### src/source/mac_pkg.sv
package mac_pkg;

  typedef logic [7:0]  byte_t;
  // most significant octet goes out first
  typedef logic [47:0] mac_addr_t;
  typedef logic [15:0] ethertype_t;
  typedef logic [15:0] frame_len_t;
  typedef logic [31:0] crc_t;

  typedef struct packed {
    mac_addr_t  dst_mac_addr;
    mac_addr_t  src_mac_addr;
    ethertype_t ethertype;
  } mac_hdr_t;

  typedef struct packed {
    mac_addr_t mac_addr;
  } dev_t;

  // gmii-like byte lane
  typedef struct packed {
    byte_t d;
    logic  v;
    logic  e;
  } phy_t;

  // user side byte stream
  typedef struct packed {
    byte_t d;
    logic  v;
    logic  sof;
    logic  eof;
    logic  err;
  } strm_t;

  typedef enum logic [2:0] {
    idle_s,
    pre_s,
    dst_s,
    src_s,
    type_s,
    payload_s,
    fcs_s,
    gap_s
  } tx_fsm_t;

  localparam byte_t PREAMBLE_BYTE = 8'h55;
  localparam byte_t SFD_BYTE      = 8'hD5;
  localparam int    PREAMBLE_LEN  = 7;
  localparam int    HDR_LEN       = 14;
  localparam int    MIN_PAYLOAD   = 46;
  localparam int    FCS_LEN       = 4;
  localparam int    IFG_LEN       = 12;

  // register value after data plus a good fcs
  localparam crc_t  CRC_RESIDUE   = 32'hDEBB20E3;

endpackage

### src/source/crc32.sv
module crc32 (
  input  logic           clk,
  input  logic           fsm_rst,
  input  logic           clr,
  input  logic           v,
  input  mac_pkg::byte_t d,
  output mac_pkg::crc_t  crc,
  output logic           ok
);
  import mac_pkg::*;

  // reflected ieee 802.3 polynomial
  localparam crc_t POLY = 32'hEDB88320;

  crc_t c;
  crc_t inv;

  function automatic crc_t crc_next(input crc_t cur, input byte_t din);
    crc_t r;
    r = cur;
    // lsb first, one bit per step
    for (int i = 0; i < 8; i++) begin
      r = (r[0] ^ din[i]) ? ((r >> 1) ^ POLY) : (r >> 1);
    end
    return r;
  endfunction

  always_ff @(posedge clk) begin
    if (fsm_rst || clr) begin
      c <= '1;
    end else if (v) begin
      c <= crc_next(c, d);
    end
  end

  assign inv = ~c;
  // first byte on the wire sits in the top octet
  assign crc = {inv[7:0], inv[15:8], inv[23:16], inv[31:24]};
  assign ok  = (c == CRC_RESIDUE);

endmodule

### src/source/tx_fifo.sv
module tx_fifo #(
  parameter int FIFO_AW = 6
) (
  input  logic           clk,
  input  logic           fsm_rst,
  input  logic           write,
  input  mac_pkg::byte_t din,
  input  logic           read,
  output mac_pkg::byte_t dout,
  output logic           empty,
  output logic           full
);
  import mac_pkg::*;

  localparam int DEPTH = 2 ** FIFO_AW;

  byte_t              mem [DEPTH];
  logic [FIFO_AW-1:0] wr_ptr;
  logic [FIFO_AW-1:0] rd_ptr;
  logic [FIFO_AW:0]   count;
  logic               do_wr;
  logic               do_rd;

  assign do_wr = write && !full;
  assign do_rd = read && !empty;
  assign empty = (count == '0);
  assign full  = (count == (FIFO_AW + 1)'(DEPTH));

  always_ff @(posedge clk) begin
    if (fsm_rst) begin
      wr_ptr <= '0;
      rd_ptr <= '0;
      count  <= '0;
    end else begin
      if (do_wr) wr_ptr <= wr_ptr + 1'b1;
      if (do_rd) rd_ptr <= rd_ptr + 1'b1;
      case ({do_wr, do_rd})
        2'b10:   count <= count + 1'b1;
        2'b01:   count <= count - 1'b1;
        default: count <= count;
      endcase
    end
  end

  // storage and registered read port
  always_ff @(posedge clk) begin
    if (do_wr) mem[wr_ptr] <= din;
    if (do_rd) dout <= mem[rd_ptr];
  end

endmodule

### src/source/mac_rx.sv
module mac_rx (
  input  logic                clk,
  input  logic                fsm_rst,
  input  mac_pkg::phy_t       phy_rx,
  output mac_pkg::strm_t      rx,
  output mac_pkg::mac_hdr_t   rx_hdr,
  output mac_pkg::frame_len_t rx_len
);
  import mac_pkg::*;

  typedef enum logic [1:0] {
    hunt_s,
    hdr_s,
    data_s
  } rx_fsm_t;

  // header plus fcs, also the count where the first payload byte leaves
  localparam frame_len_t MIN_FRAME = frame_len_t'(HDR_LEN + FCS_LEN);

  rx_fsm_t             state;
  logic                pre_seen;
  logic                v_q;
  frame_len_t          byte_cnt;
  mac_hdr_t            hdr_sr;
  byte_t [FCS_LEN-1:0] dly;
  logic  [FCS_LEN-1:0] dly_v;
  logic                err_seen;
  logic                fall_q;
  logic                in_frame;
  logic                frame_end;
  logic                fwd;
  logic                first;
  logic                short_frm;
  logic                crc_v;
  logic                crc_ok;

  assign in_frame  = (state != hunt_s);
  assign crc_v     = phy_rx.v && in_frame;
  assign frame_end = v_q && !phy_rx.v && in_frame;
  // a byte leaves only once four more frame bytes have arrived
  assign fwd       = phy_rx.v && dly_v[FCS_LEN-1];
  assign first     = fwd && (byte_cnt == MIN_FRAME);
  assign short_frm = (byte_cnt < MIN_FRAME);

  crc32 u_crc (
    .clk     (clk),
    .fsm_rst (fsm_rst),
    .clr     (fall_q),
    .v       (crc_v),
    .d       (phy_rx.d),
    .crc     (),
    .ok      (crc_ok)
  );

  always_ff @(posedge clk) begin
    if (fsm_rst) begin
      state    <= hunt_s;
      pre_seen <= 1'b0;
      v_q      <= 1'b0;
      byte_cnt <= '0;
      dly_v    <= '0;
      err_seen <= 1'b0;
      fall_q   <= 1'b0;
    end else begin
      pre_seen <= phy_rx.v && (phy_rx.d == PREAMBLE_BYTE);
      v_q      <= phy_rx.v;
      fall_q   <= frame_end;
      dly_v    <= {dly_v[FCS_LEN-2:0], phy_rx.v && (state == data_s)};
      if (fall_q) begin
        err_seen <= 1'b0;
      end else if (phy_rx.v && phy_rx.e) begin
        err_seen <= 1'b1;
      end
      if (crc_v) byte_cnt <= byte_cnt + 1'b1;
      case (state)
        hunt_s: begin
          if (phy_rx.v && (phy_rx.d == SFD_BYTE) && pre_seen) begin
            state    <= hdr_s;
            byte_cnt <= '0;
          end
        end
        hdr_s: begin
          if (!phy_rx.v) begin
            state <= hunt_s;
          end else if (byte_cnt == frame_len_t'(HDR_LEN - 1)) begin
            state <= data_s;
          end
        end
        data_s: begin
          if (!phy_rx.v) state <= hunt_s;
        end
        default: state <= hunt_s;
      endcase
    end
  end

  // fcs hold-back line and header shifter
  always_ff @(posedge clk) begin
    dly <= {dly[FCS_LEN-2:0], phy_rx.d};
    if (phy_rx.v && (state == hdr_s)) begin
      hdr_sr <= {hdr_sr[8*HDR_LEN-9:0], phy_rx.d};
    end
  end

  always_ff @(posedge clk) begin
    if (fsm_rst) begin
      rx     <= '0;
      rx_hdr <= '0;
      rx_len <= '0;
    end else begin
      rx.d   <= dly[FCS_LEN-1];
      rx.v   <= fwd;
      rx.sof <= first;
      rx.eof <= fall_q;
      rx.err <= fall_q && (!crc_ok || err_seen || short_frm);
      if (first) rx_hdr <= hdr_sr;
      if (fall_q) rx_len <= short_frm ? '0 : byte_cnt - MIN_FRAME;
    end
  end

endmodule

### src/source/mac_tx.sv
module mac_tx #(
  parameter int FIFO_AW = 6
) (
  input  logic              clk,
  input  logic              fsm_rst,
  input  mac_pkg::dev_t     dev,
  input  mac_pkg::mac_hdr_t tx_hdr,
  input  logic              avl,
  output logic              busy,
  output logic              fifo_read,
  input  mac_pkg::byte_t    fifo_dout,
  input  logic              fifo_empty,
  output mac_pkg::phy_t     phy_tx
);
  import mac_pkg::*;

  // wide enough for a full fifo or the minimum payload
  localparam int PAD_W = $clog2(MIN_PAYLOAD + 1);
  localparam int PAY_W = (FIFO_AW + 1 > PAD_W) ? FIFO_AW + 1 : PAD_W;

  tx_fsm_t          state;
  logic [3:0]       byte_cnt;
  logic [PAY_W-1:0] pay_cnt;
  logic             rd_q;
  logic             start;
  mac_hdr_t         hdr_q;
  byte_t            tx_d;
  logic             tx_v;
  logic             crc_v;
  crc_t             crc;
  crc_t             fcs_sh;

  assign start  = (state == idle_s) && avl;
  assign busy   = (state != idle_s);
  // one read ahead, the chain stops at the first empty
  assign fifo_read = !fifo_empty &&
                     (((state == type_s) && (byte_cnt == 4'd1)) ||
                      ((state == payload_s) && rd_q));
  assign fcs_sh = crc << {byte_cnt[1:0], 3'b000};

  crc32 u_crc (
    .clk     (clk),
    .fsm_rst (fsm_rst),
    .clr     (start),
    .v       (crc_v),
    .d       (tx_d),
    .crc     (crc),
    .ok      ()
  );

  always_comb begin
    tx_d  = '0;
    tx_v  = 1'b0;
    crc_v = 1'b0;
    case (state)
      pre_s: begin
        tx_v = 1'b1;
        tx_d = (byte_cnt == 4'(PREAMBLE_LEN)) ? SFD_BYTE : PREAMBLE_BYTE;
      end
      dst_s: begin
        tx_v  = 1'b1;
        crc_v = 1'b1;
        tx_d  = hdr_q.dst_mac_addr[47:40];
      end
      src_s: begin
        tx_v  = 1'b1;
        crc_v = 1'b1;
        tx_d  = hdr_q.src_mac_addr[47:40];
      end
      type_s: begin
        tx_v  = 1'b1;
        crc_v = 1'b1;
        tx_d  = hdr_q.ethertype[15:8];
      end
      payload_s: begin
        tx_v  = 1'b1;
        crc_v = 1'b1;
        // zero padding once the fifo has run dry
        tx_d  = rd_q ? fifo_dout : '0;
      end
      fcs_s: begin
        tx_v = 1'b1;
        tx_d = fcs_sh[31:24];
      end
      default: begin
        tx_v = 1'b0;
      end
    endcase
  end

  always_ff @(posedge clk) begin
    if (fsm_rst) begin
      state    <= idle_s;
      byte_cnt <= '0;
      pay_cnt  <= '0;
      rd_q     <= 1'b0;
      phy_tx   <= '0;
    end else begin
      rd_q     <= fifo_read;
      phy_tx.d <= tx_d;
      phy_tx.v <= tx_v;
      phy_tx.e <= 1'b0;
      byte_cnt <= byte_cnt + 1'b1;
      case (state)
        idle_s: begin
          byte_cnt <= '0;
          pay_cnt  <= '0;
          if (avl) state <= pre_s;
        end
        pre_s: begin
          if (byte_cnt == 4'(PREAMBLE_LEN)) begin
            state    <= dst_s;
            byte_cnt <= '0;
          end
        end
        dst_s: begin
          if (byte_cnt == 4'd5) begin
            state    <= src_s;
            byte_cnt <= '0;
          end
        end
        src_s: begin
          if (byte_cnt == 4'd5) begin
            state    <= type_s;
            byte_cnt <= '0;
          end
        end
        type_s: begin
          if (byte_cnt == 4'd1) begin
            state    <= payload_s;
            byte_cnt <= '0;
          end
        end
        payload_s: begin
          pay_cnt <= pay_cnt + 1'b1;
          if (!fifo_read && (pay_cnt >= PAY_W'(MIN_PAYLOAD - 1))) begin
            state    <= fcs_s;
            byte_cnt <= '0;
          end
        end
        fcs_s: begin
          if (byte_cnt == 4'(FCS_LEN - 1)) begin
            state    <= gap_s;
            byte_cnt <= '0;
          end
        end
        gap_s: begin
          if (byte_cnt == 4'(IFG_LEN)) state <= idle_s;
        end
        default: state <= idle_s;
      endcase
    end
  end

  // header latch, fields shift out msb first
  always_ff @(posedge clk) begin
    if (start) begin
      hdr_q.dst_mac_addr <= tx_hdr.dst_mac_addr;
      hdr_q.src_mac_addr <= dev.mac_addr;
      hdr_q.ethertype    <= tx_hdr.ethertype;
    end else begin
      case (state)
        dst_s:   hdr_q.dst_mac_addr <= hdr_q.dst_mac_addr << 8;
        src_s:   hdr_q.src_mac_addr <= hdr_q.src_mac_addr << 8;
        type_s:  hdr_q.ethertype    <= hdr_q.ethertype << 8;
        default: hdr_q <= hdr_q;
      endcase
    end
  end

endmodule

### src/source/mac_top.sv
module mac_top #(
  parameter int FIFO_AW = 6
) (
  input  logic                clk,
  input  logic                fsm_rst,
  input  mac_pkg::phy_t       phy_rx,
  output mac_pkg::phy_t       phy_tx,
  output mac_pkg::strm_t      rx,
  output mac_pkg::mac_hdr_t   rx_hdr,
  output mac_pkg::frame_len_t rx_len,
  input  mac_pkg::strm_t      tx,
  input  mac_pkg::mac_hdr_t   tx_hdr,
  input  mac_pkg::dev_t       dev,
  input  logic                avl,
  output logic                busy
);
  import mac_pkg::*;

  logic  fifo_read;
  byte_t fifo_dout;
  logic  fifo_empty;

  mac_rx u_rx (
    .clk     (clk),
    .fsm_rst (fsm_rst),
    .phy_rx  (phy_rx),
    .rx      (rx),
    .rx_hdr  (rx_hdr),
    .rx_len  (rx_len)
  );

  // payload staging, full writes are dropped inside
  tx_fifo #(
    .FIFO_AW (FIFO_AW)
  ) u_fifo (
    .clk     (clk),
    .fsm_rst (fsm_rst),
    .write   (tx.v),
    .din     (tx.d),
    .read    (fifo_read),
    .dout    (fifo_dout),
    .empty   (fifo_empty),
    .full    ()
  );

  mac_tx #(
    .FIFO_AW (FIFO_AW)
  ) u_tx (
    .clk        (clk),
    .fsm_rst    (fsm_rst),
    .dev        (dev),
    .tx_hdr     (tx_hdr),
    .avl        (avl),
    .busy       (busy),
    .fifo_read  (fifo_read),
    .fifo_dout  (fifo_dout),
    .fifo_empty (fifo_empty),
    .phy_tx     (phy_tx)
  );

endmodule

### config.mk
export PLATFORM = sky130hd
export DESIGN_NAME = mac_top
export DESIGN_NICKNAME = d
export VERILOG_FILES = /design/src/source/mac_pkg.sv /design/src/source/crc32.sv /design/src/source/tx_fifo.sv /design/src/source/mac_rx.sv /design/src/source/mac_tx.sv /design/src/source/mac_top.sv
export SDC_FILE = /design/constraint.sdc
export NUM_CORES = 1
export LEC_CHECK = 0
export ABC_CLOCK_PERIOD_IN_PS = 6300
export CAP_MARGIN = 20
export CELL_PAD_IN_SITES_DETAIL_PLACEMENT = 0
export CELL_PAD_IN_SITES_GLOBAL_PLACEMENT = 2
export CORE_MARGIN = 4
export CORE_UTILIZATION = 41
export DETAILED_ROUTE_END_ITERATION = 8
export DONT_BUFFER_PORTS = 1
export PLACE_DENSITY = 0.71
export SLEW_MARGIN = 10
export SYNTH_ARGS = -nofsm -noshare
export SYNTH_HDL_FRONTEND = slang
export SYNTH_SLANG_ARGS = --single-unit
### constraint.sdc
create_clock -name clk -period 6.3 [get_ports clk]
set_input_delay 0.315 -clock clk [delete_from_list [all_inputs] [get_ports clk]]
set_output_delay 0.315 -clock clk [all_outputs]
set_load 0.02 [all_outputs]
==> Word level (Yosys, flattened, before mapping) <==
Memory sizes are Yosys's and may differ from the RTL's. A register that Yosys moved wholly into a read port is not among the register bits.
Cells that the tools add are included.
{ "word_totals": {"register_bits": 529, "ramBits": 512, "mem_count": 1} }
{ "classes": {"addsub": 8, "magnitude_cmp": 2, "eq_ne": 33, "shift": 1, "muxes": 53, "n_bitwise": 33, "n_reduce_logical": 45} }
{ "memory_table": {"columns": ["name", "words", "word_bits", "read_ports", "rd_ports_with_merged_regs", "wr", "line_no", "text"], "rows": [
  ["u_fifo.mem", 64, 8, 1, 1, 1, "tx_fifo.sv:17", "byte_t mem [DEPTH];"]
]} }
{ "op_table": {"columns": ["cell", "n"], "rows": [
  ["two-way mux 32 bit", 16],
  ["NOT 13 -> 14 bit", 16],
  ["two-way mux 112 bit", 1],
  ["two-way mux 48 bit", 2],
  ["two-way mux 16 bit", 5],
  ["case mux 8 bit (6 select lines)", 1],
  ["equality test 32 bit (second input constant)", 1],
  ["NOT 32 bit", 1],
  ["<< shifter 32 x 5 -> 32 bit", 1],
  ["case mux 7 bit (2 select lines)", 2],
  ["two-way mux 3 bit", 8],
  ["case mux 3 bit (8 select lines)", 1],
  ["case mux 4 bit (6 select lines)", 1],
  ["two-way mux 4 bit", 5],
  ["logical AND 1 bit", 19],
  ["adder 16 x 1 -> 16 bit (second input constant)", 1],
  ["equality test 16 x 4 -> 1 bit (second input constant)", 1],
  ["equality test 16 x 5 -> 1 bit (second input constant)", 1],
  ["less-than comparator 16 x 5 -> 1 bit (second input constant)", 1],
  ["two-way mux 8 bit", 2],
  ["subtractor 16 x 5 -> 16 bit (second input constant)", 1],
  ["bitwise XOR 1 bit", 16],
  ["adder 7 x 1 -> 7 bit (second input constant)", 2],
  ["adder 6 x 1 -> 6 bit (second input constant)", 2],
  ["other kinds (33)", 68]
]} }

==> Longest topological paths before layout <==
{ "logic_depth": {"word_depth": 19, "ltp_mapped": 16} }

==> Hierarchy <==
From an unflattened synthesis, not the netlist that was laid out.
{ "hier_totals": {"cells_unflattened": 3118, "hier_area_um2": 42368.1} }
{ "modules_own_cells": {"columns": ["mod", "instances", "cells_per_inst", "area_per_inst_um2"], "rows": [
  ["tx_fifo", 1, 1125, 21324.2],
  ["mac_rx", 1, 913, 10612.7],
  ["mac_tx", 1, 634, 6379.9],
  ["crc32", 2, 223, 2025.7]
]} }

==> Worst setup path after synthesis <==
Ideal clock, no wire load.
{ "synth_path": {"path_kind": "input -> register", "startpoint": "in phy_rx[1] (netlist bit)", "endpoint": "reg u_rx.state[0]", "setup_time_ns": 0.091, "arrival_time_ns": 5.963, "t_required_ns": 6.209, "setup_slack_ns": 0.246, "path_stages": 6, "n_path_buf": 1, "cell_sequence": "clkbuf_1 nand2_1 nor2_1 o21a_1 nor2_1 a311oi_1"} }
{ "synth_via": {"elab_chain_cells": 4} }
{ "synth_rtl": {"columns": ["element", "line_no", "text"], "rows": [
  ["start, declared", "mac_top.sv:6", "input mac_pkg::phy_t phy_rx,"],
  ["logical AND 1 bit (2 in series)", "mac_rx.sv:77", "if (phy_rx.v && (phy_rx.d == SFD_BYTE) && pre_seen) begin"],
  ["!= test 2 x 1 -> 1 bit (no line)", null, null],
  ["AND reduction 3 bit (no line)", null, null],
  ["end signal, assigned", "mac_rx.sv:78", "state <= hdr_s;"],
  ["end signal, assigned", "mac_rx.sv:84", "state <= hunt_s;"],
  ["end signal, assigned", "mac_rx.sv:86", "state <= data_s;"],
  ["end, declared", "mac_rx.sv:20", "rx_fsm_t state;"]
]} }
Several ways; a longest one is shown, not always the timed one.
A chain may end at the register's enable or synchronous reset.

==> Worst setup path after layout <==
{ "layout_path": {"startpoint": "reg u_tx.state[0]", "endpoint": "reg u_fifo.count[6]"} }
{ "layout_via": {"elab_chain_cells": 7} }
{ "layout_rtl": {"columns": ["element", "line_no", "text"], "rows": [
  ["start, declared", "mac_tx.sv:21", "tx_fsm_t state;"],
  ["start signal, assigned", "mac_tx.sv:93", "state <= idle_s;"],
  ["start signal, assigned", "mac_tx.sv:108", "if (avl) state <= pre_s;"],
  ["start signal, assigned", "mac_tx.sv:112", "state <= dst_s;"],
  ["equality test 3 bit (on tied branches)", "mac_tx.sv:37, mac_tx.sv:38", null],
  ["logical AND 1 bit (on tied branches)", "mac_tx.sv:37, mac_tx.sv:38", null],
  ["logical OR 1 bit (*)", "mac_tx.sv:37", "(((state == type_s) && (byte_cnt == 4'd1)) ||"],
  ["logical AND 1 bit (*)", "mac_tx.sv:36", "assign fifo_read = !fifo_empty &&"],
  ["logical AND 1 bit (*)", "tx_fifo.sv:25", "assign do_rd = read && !empty;"],
  ["net u_fifo.do_rd", "tx_fifo.sv:22", "logic do_rd;"],
  ["equality test 2 x 1 -> 1 bit / equality test 2 bit (equally long branches)", "tx_fifo.sv:37", "case ({do_wr, do_rd})"],
  ["case mux 7 bit (2 select lines) / nonzero test 2 bit (equally long branches)", null, null],
  ["end signal, assigned", "tx_fifo.sv:38", "2'b10: count <= count + 1'b1;"],
  ["end signal, assigned", "tx_fifo.sv:39", "2'b01: count <= count - 1'b1;"],
  ["end signal, assigned", "tx_fifo.sv:40", "default: count <= count;"],
  ["end, declared", "tx_fifo.sv:20", "logic [FIFO_AW:0] count;"]
]} }
The timed path passes the listed nets; every way through them passes the cells marked *.

==> out/summary.txt <==
Total chip power -> 17.3 mW
Largest area contributor in the netlist -> sky130_fd_sc_hd__edfxtp_1
Global-route wire length before repair -> 144000 µm
Slowest stage cell, crit path -> sky130_fd_sc_hd__ha_1
Final hold violations -> 0
Commonest cells after routing, fill and taps aside -> 744 x sky130_fd_sc_hd__edfxtp_1, 594 x sky130_fd_sc_hd__nand2_1, 302 x sky130_fd_sc_hd__dfxtp_1
Final design area excluding fillers -> 47500 µm²
Synth Instances -> 2834
Setup repair after global routing missed its margin -> no
Maximum clock rate -> 0.234 GHz
Post-CTS sizing -> 0
Buffer levels on the longest clock path -> 3
Clock-pin slew reported for the worst setup and hold paths after clock tree synthesis -> 0.06 ns
Max-cap viol count -> 0
Total congestion overflow after global routing -> 0
Pre-CTS WS -> 2.01 ns
Detailed-route vias per instance -> 5.26
Sequential fraction of the synthesis area -> 69.3%
Cells taking the most area after synthesis -> sky130_fd_sc_hd__edfxtp_1 54%, sky130_fd_sc_hd__dfxtp_1 15%, sky130_fd_sc_hd__mux4_2 9.1%
Clock tree from TritonCTS -> built
# rows -> 115
Total number of vias -> 22.8k
Worst-path fanout max -> 17
Peak supply drop -> 0.274 mV
Number of input and output port buffers inserted -> 0
Path category of the worst min-delay check -> in -> reg
Count of flip-flops with a built-in enable after synthesis -> 744
Total Nets Final -> 3161
Post-synthesis instance area -> 41100 µm²
Min Clock Period, post-route -> 4.28 ns
Core footprint -> 98900 µm²
Yosys warning count -> 0
Antenna violations before repair -> 7
Synthesized Nets -> 3042
Vias in the first global route -> 23.1k
Non-filler cells in the finished layout -> 4340
Largest net degree at the start of global routing -> 173
Async set or reset register ratio after synthesis -> 0%
Proportion of netlist area held by the largest area contributor -> 54.4%
Number of DRC violations after detailed-routing iteration 0 -> 1927
Detailed placer's ending HPWL -> 58200 µm
Share of post-route cells with drive strength above 1 -> 13.3%
Transition time at the pin with the least slew margin -> 1.06 ns
Total number of clock tree sinks -> 1049
Gate family responsible for the most delay along the worst path -> adder cells
Minimum setup slack in the final design -> 2.02 ns
Post-synth cell types -> 79
Core occupancy in the finished layout -> 48.1%
Sum of negative setup slack -> 0 ns
Quantity of hold-fixing buffers added after cts -> 142
Arrival time worst endpoint -> 4.88 ns
Die Outline Area -> 105000 µm²
Ys flop type -> sky130_fd_sc_hd__edfxtp_1
Total CTS buffers -> 110
Die Span X -> 324 µm
Crit Path Class -> reg -> reg
Total setup buffers inserted after CTS -> 0
Number of buffer and inverter stages on the critical path -> 3
Leak -> 15.9 nW
Clk_lat worst skew -> 0.69 ns
Final weighted congestion in routability-driven placement -> 0.800
Starting utilization of the core area -> 41.5%
Crit path capture type -> flop
Post-route DRC -> 0
Clock root buffer master -> sky130_fd_sc_hd__clkbuf_16
Series of cell instances along the critical path -> inv_1 -> ha_1 -> and2_1 -> a32oi_1 -> a31oi_2 -> buf_4 -> ha_1 -> inv_1 -> fa_1 -> nor2b_1 -> o21ai_0 -> a21oi_1 -> o21ai_0 -> and3_1 -> or4_1 -> a21oi_1
Number of flip-flops and latches in the synthesized netlist -> 1049
PD cells -> 365 nW/µm²
Number of pins with negative max-slew slack in the final report -> 0
Number of cells after detailed placement -> 3985
Final period utilization -> 68.0%
Total number of H-tree levels -> 3
Die Y -> 324 µm
Count of nets left with antenna violations after detail routing -> 0
Commonest non-fill, non-tap cell in the layout -> sky130_fd_sc_hd__edfxtp_1
Filler cell count -> 8498
Setup violators final -> 0
Worst hold slack -> 0.0763 ns
Startpoint kind of the worst setup timing path -> flop
Max transition margin -> 29.6%
Global routing usage summed across all routing layers -> 17.5%
Pre-Repair DR Iteration Count -> 5
Final worst clock skew -> 0.0396 ns
Required time of the worst setup path -> 6.90 ns
Number of top-level pins -> 336
Layout-stage area growth over the synthesis result -> 15.7%
Delay contributed by the slowest stage of the critical path -> 0.55 ns
Total detailed-routing wirelength -> 93700 µm
Synthesized area per cell -> 14.5 µm²
Final routed wire length divided by cell count -> 21.6 µm
Placement Cell Area -> 42300 µm²
Status -> finished, final reports clean
## cells in the mapped netlist (4+ instances only)
cell type,number
sky130_fd_sc_hd__nand3b_1,4
sky130_fd_sc_hd__mux4_1,5
sky130_fd_sc_hd__xnor2_1,93
sky130_fd_sc_hd__nand3_1,24
sky130_fd_sc_hd__buf_1,23
sky130_fd_sc_hd__o21ai_0,36
sky130_fd_sc_hd__xnor2_2,4
sky130_fd_sc_hd__o211ai_1,52
sky130_fd_sc_hd__dfxtp_1,305
sky130_fd_sc_hd__nand2_1,596
sky130_fd_sc_hd__o31ai_1,6
sky130_fd_sc_hd__or3_1,8
sky130_fd_sc_hd__or2_2,4
sky130_fd_sc_hd__and3_1,34
sky130_fd_sc_hd__and2_1,5
sky130_fd_sc_hd__nor3_1,18
sky130_fd_sc_hd__nand2b_1,4
sky130_fd_sc_hd__xnor3_1,11
sky130_fd_sc_hd__clkbuf_1,115
sky130_fd_sc_hd__edfxtp_1,744
sky130_fd_sc_hd__inv_1,32
sky130_fd_sc_hd__mux4_2,166
sky130_fd_sc_hd__ha_1,22
sky130_fd_sc_hd__a311oi_1,4
sky130_fd_sc_hd__nor4_1,10
sky130_fd_sc_hd__nand4_1,9
sky130_fd_sc_hd__a211oi_1,10
sky130_fd_sc_hd__xor3_1,6
sky130_fd_sc_hd__buf_6,4
sky130_fd_sc_hd__a21oi_1,157
sky130_fd_sc_hd__nor2b_1,26
sky130_fd_sc_hd__nor2_1,152
sky130_fd_sc_hd__mux2i_1,12
sky130_fd_sc_hd__xor2_1,45
sky130_fd_sc_hd__buf_2,17
sky130_fd_sc_hd__nand4b_1,6
## sequential cells by signal, indices dropped and copies added (netlist names), 2 cells and up
name	cells
u_tx.u_crc.c	32
u_tx.pay_cnt	7
u_rx.dly_v	4
u_fifo.wr_ptr	6
u_tx.state	3
u_tx.hdr_q	112
u_rx.rx_len	16
u_rx.byte_cnt	16
u_rx.u_crc.c	32
u_fifo.rd_ptr	6
u_fifo.mem	512
u_rx.rx	12
u_tx.phy_tx	9
u_tx.byte_cnt	4
u_fifo.dout	8
u_rx.dly	32
u_rx.state	2
u_rx.hdr_sr	112
u_fifo.count	7
u_rx.rx_hdr	112
## worst reg2reg max path: cells and delay by family, from the launching register on
family          cells  cell delay, ns
compound gates      6            0.93
fa+ha+maj           3            1.26
buf+inv             3            0.50
flops               1            0.33
simple gates        4            1.16
## per-layer routing
layer / wire, µm / GRT usage (%)
met4: 2200 / 4.29
met1: 40900 / 24.0
met5: 0 / 0
met2: 45800 / 29.2
met3: 4900 / 3.27
## path summary, 6_finish.rpt
check / cells after the start / to / slack [ns] / from
worst max-delay path: 16 / u_fifo.count[6] / 2.02 / u_tx.state[0]
worst min-delay path: 4 / u_fifo.wr_ptr[0] / 0.08 / tx[3]
worst max register to register: 16 / u_fifo.count[6] / 2.02 / u_tx.state[0]
worst min register to register: 0 / u_rx.dly[22] / 0.33 / u_rx.dly[14]
## area by class of cell
cell class	instances	area (µm²)	area share, %
tap	1287	1610	3.39
clock inverter	55	524	1.10
multi-input combinational	1592	11900	25.1
inverter	32	120	0.253
antenna	5	12.5	0.0263
sequential	1049	28500	59.9
timing repair buffer	168	1810	3.81
clock buffer	152	3060	6.43
## report_power, final
part	internal (mW)	switching, mW	leakage (nW)
clock	3.62	2.70	1.74
combinational	1.31	1.55	4.96
sequential	7.92	0.224	9.25
## cells by family after synthesis
family / after synthesis / synth area share [%]
compound gates: 306 / 4.67
fa+ha+maj: 23 / 0.719
mux: 183 / 9.72
xor+xnor: 163 / 4.28
simple gates: 916 / 9.42
flops: 1049 / 69.3
other cells: 1 / 0.00913
buf+inv: 193 / 1.91
Power figures use the tool's default switching activity.
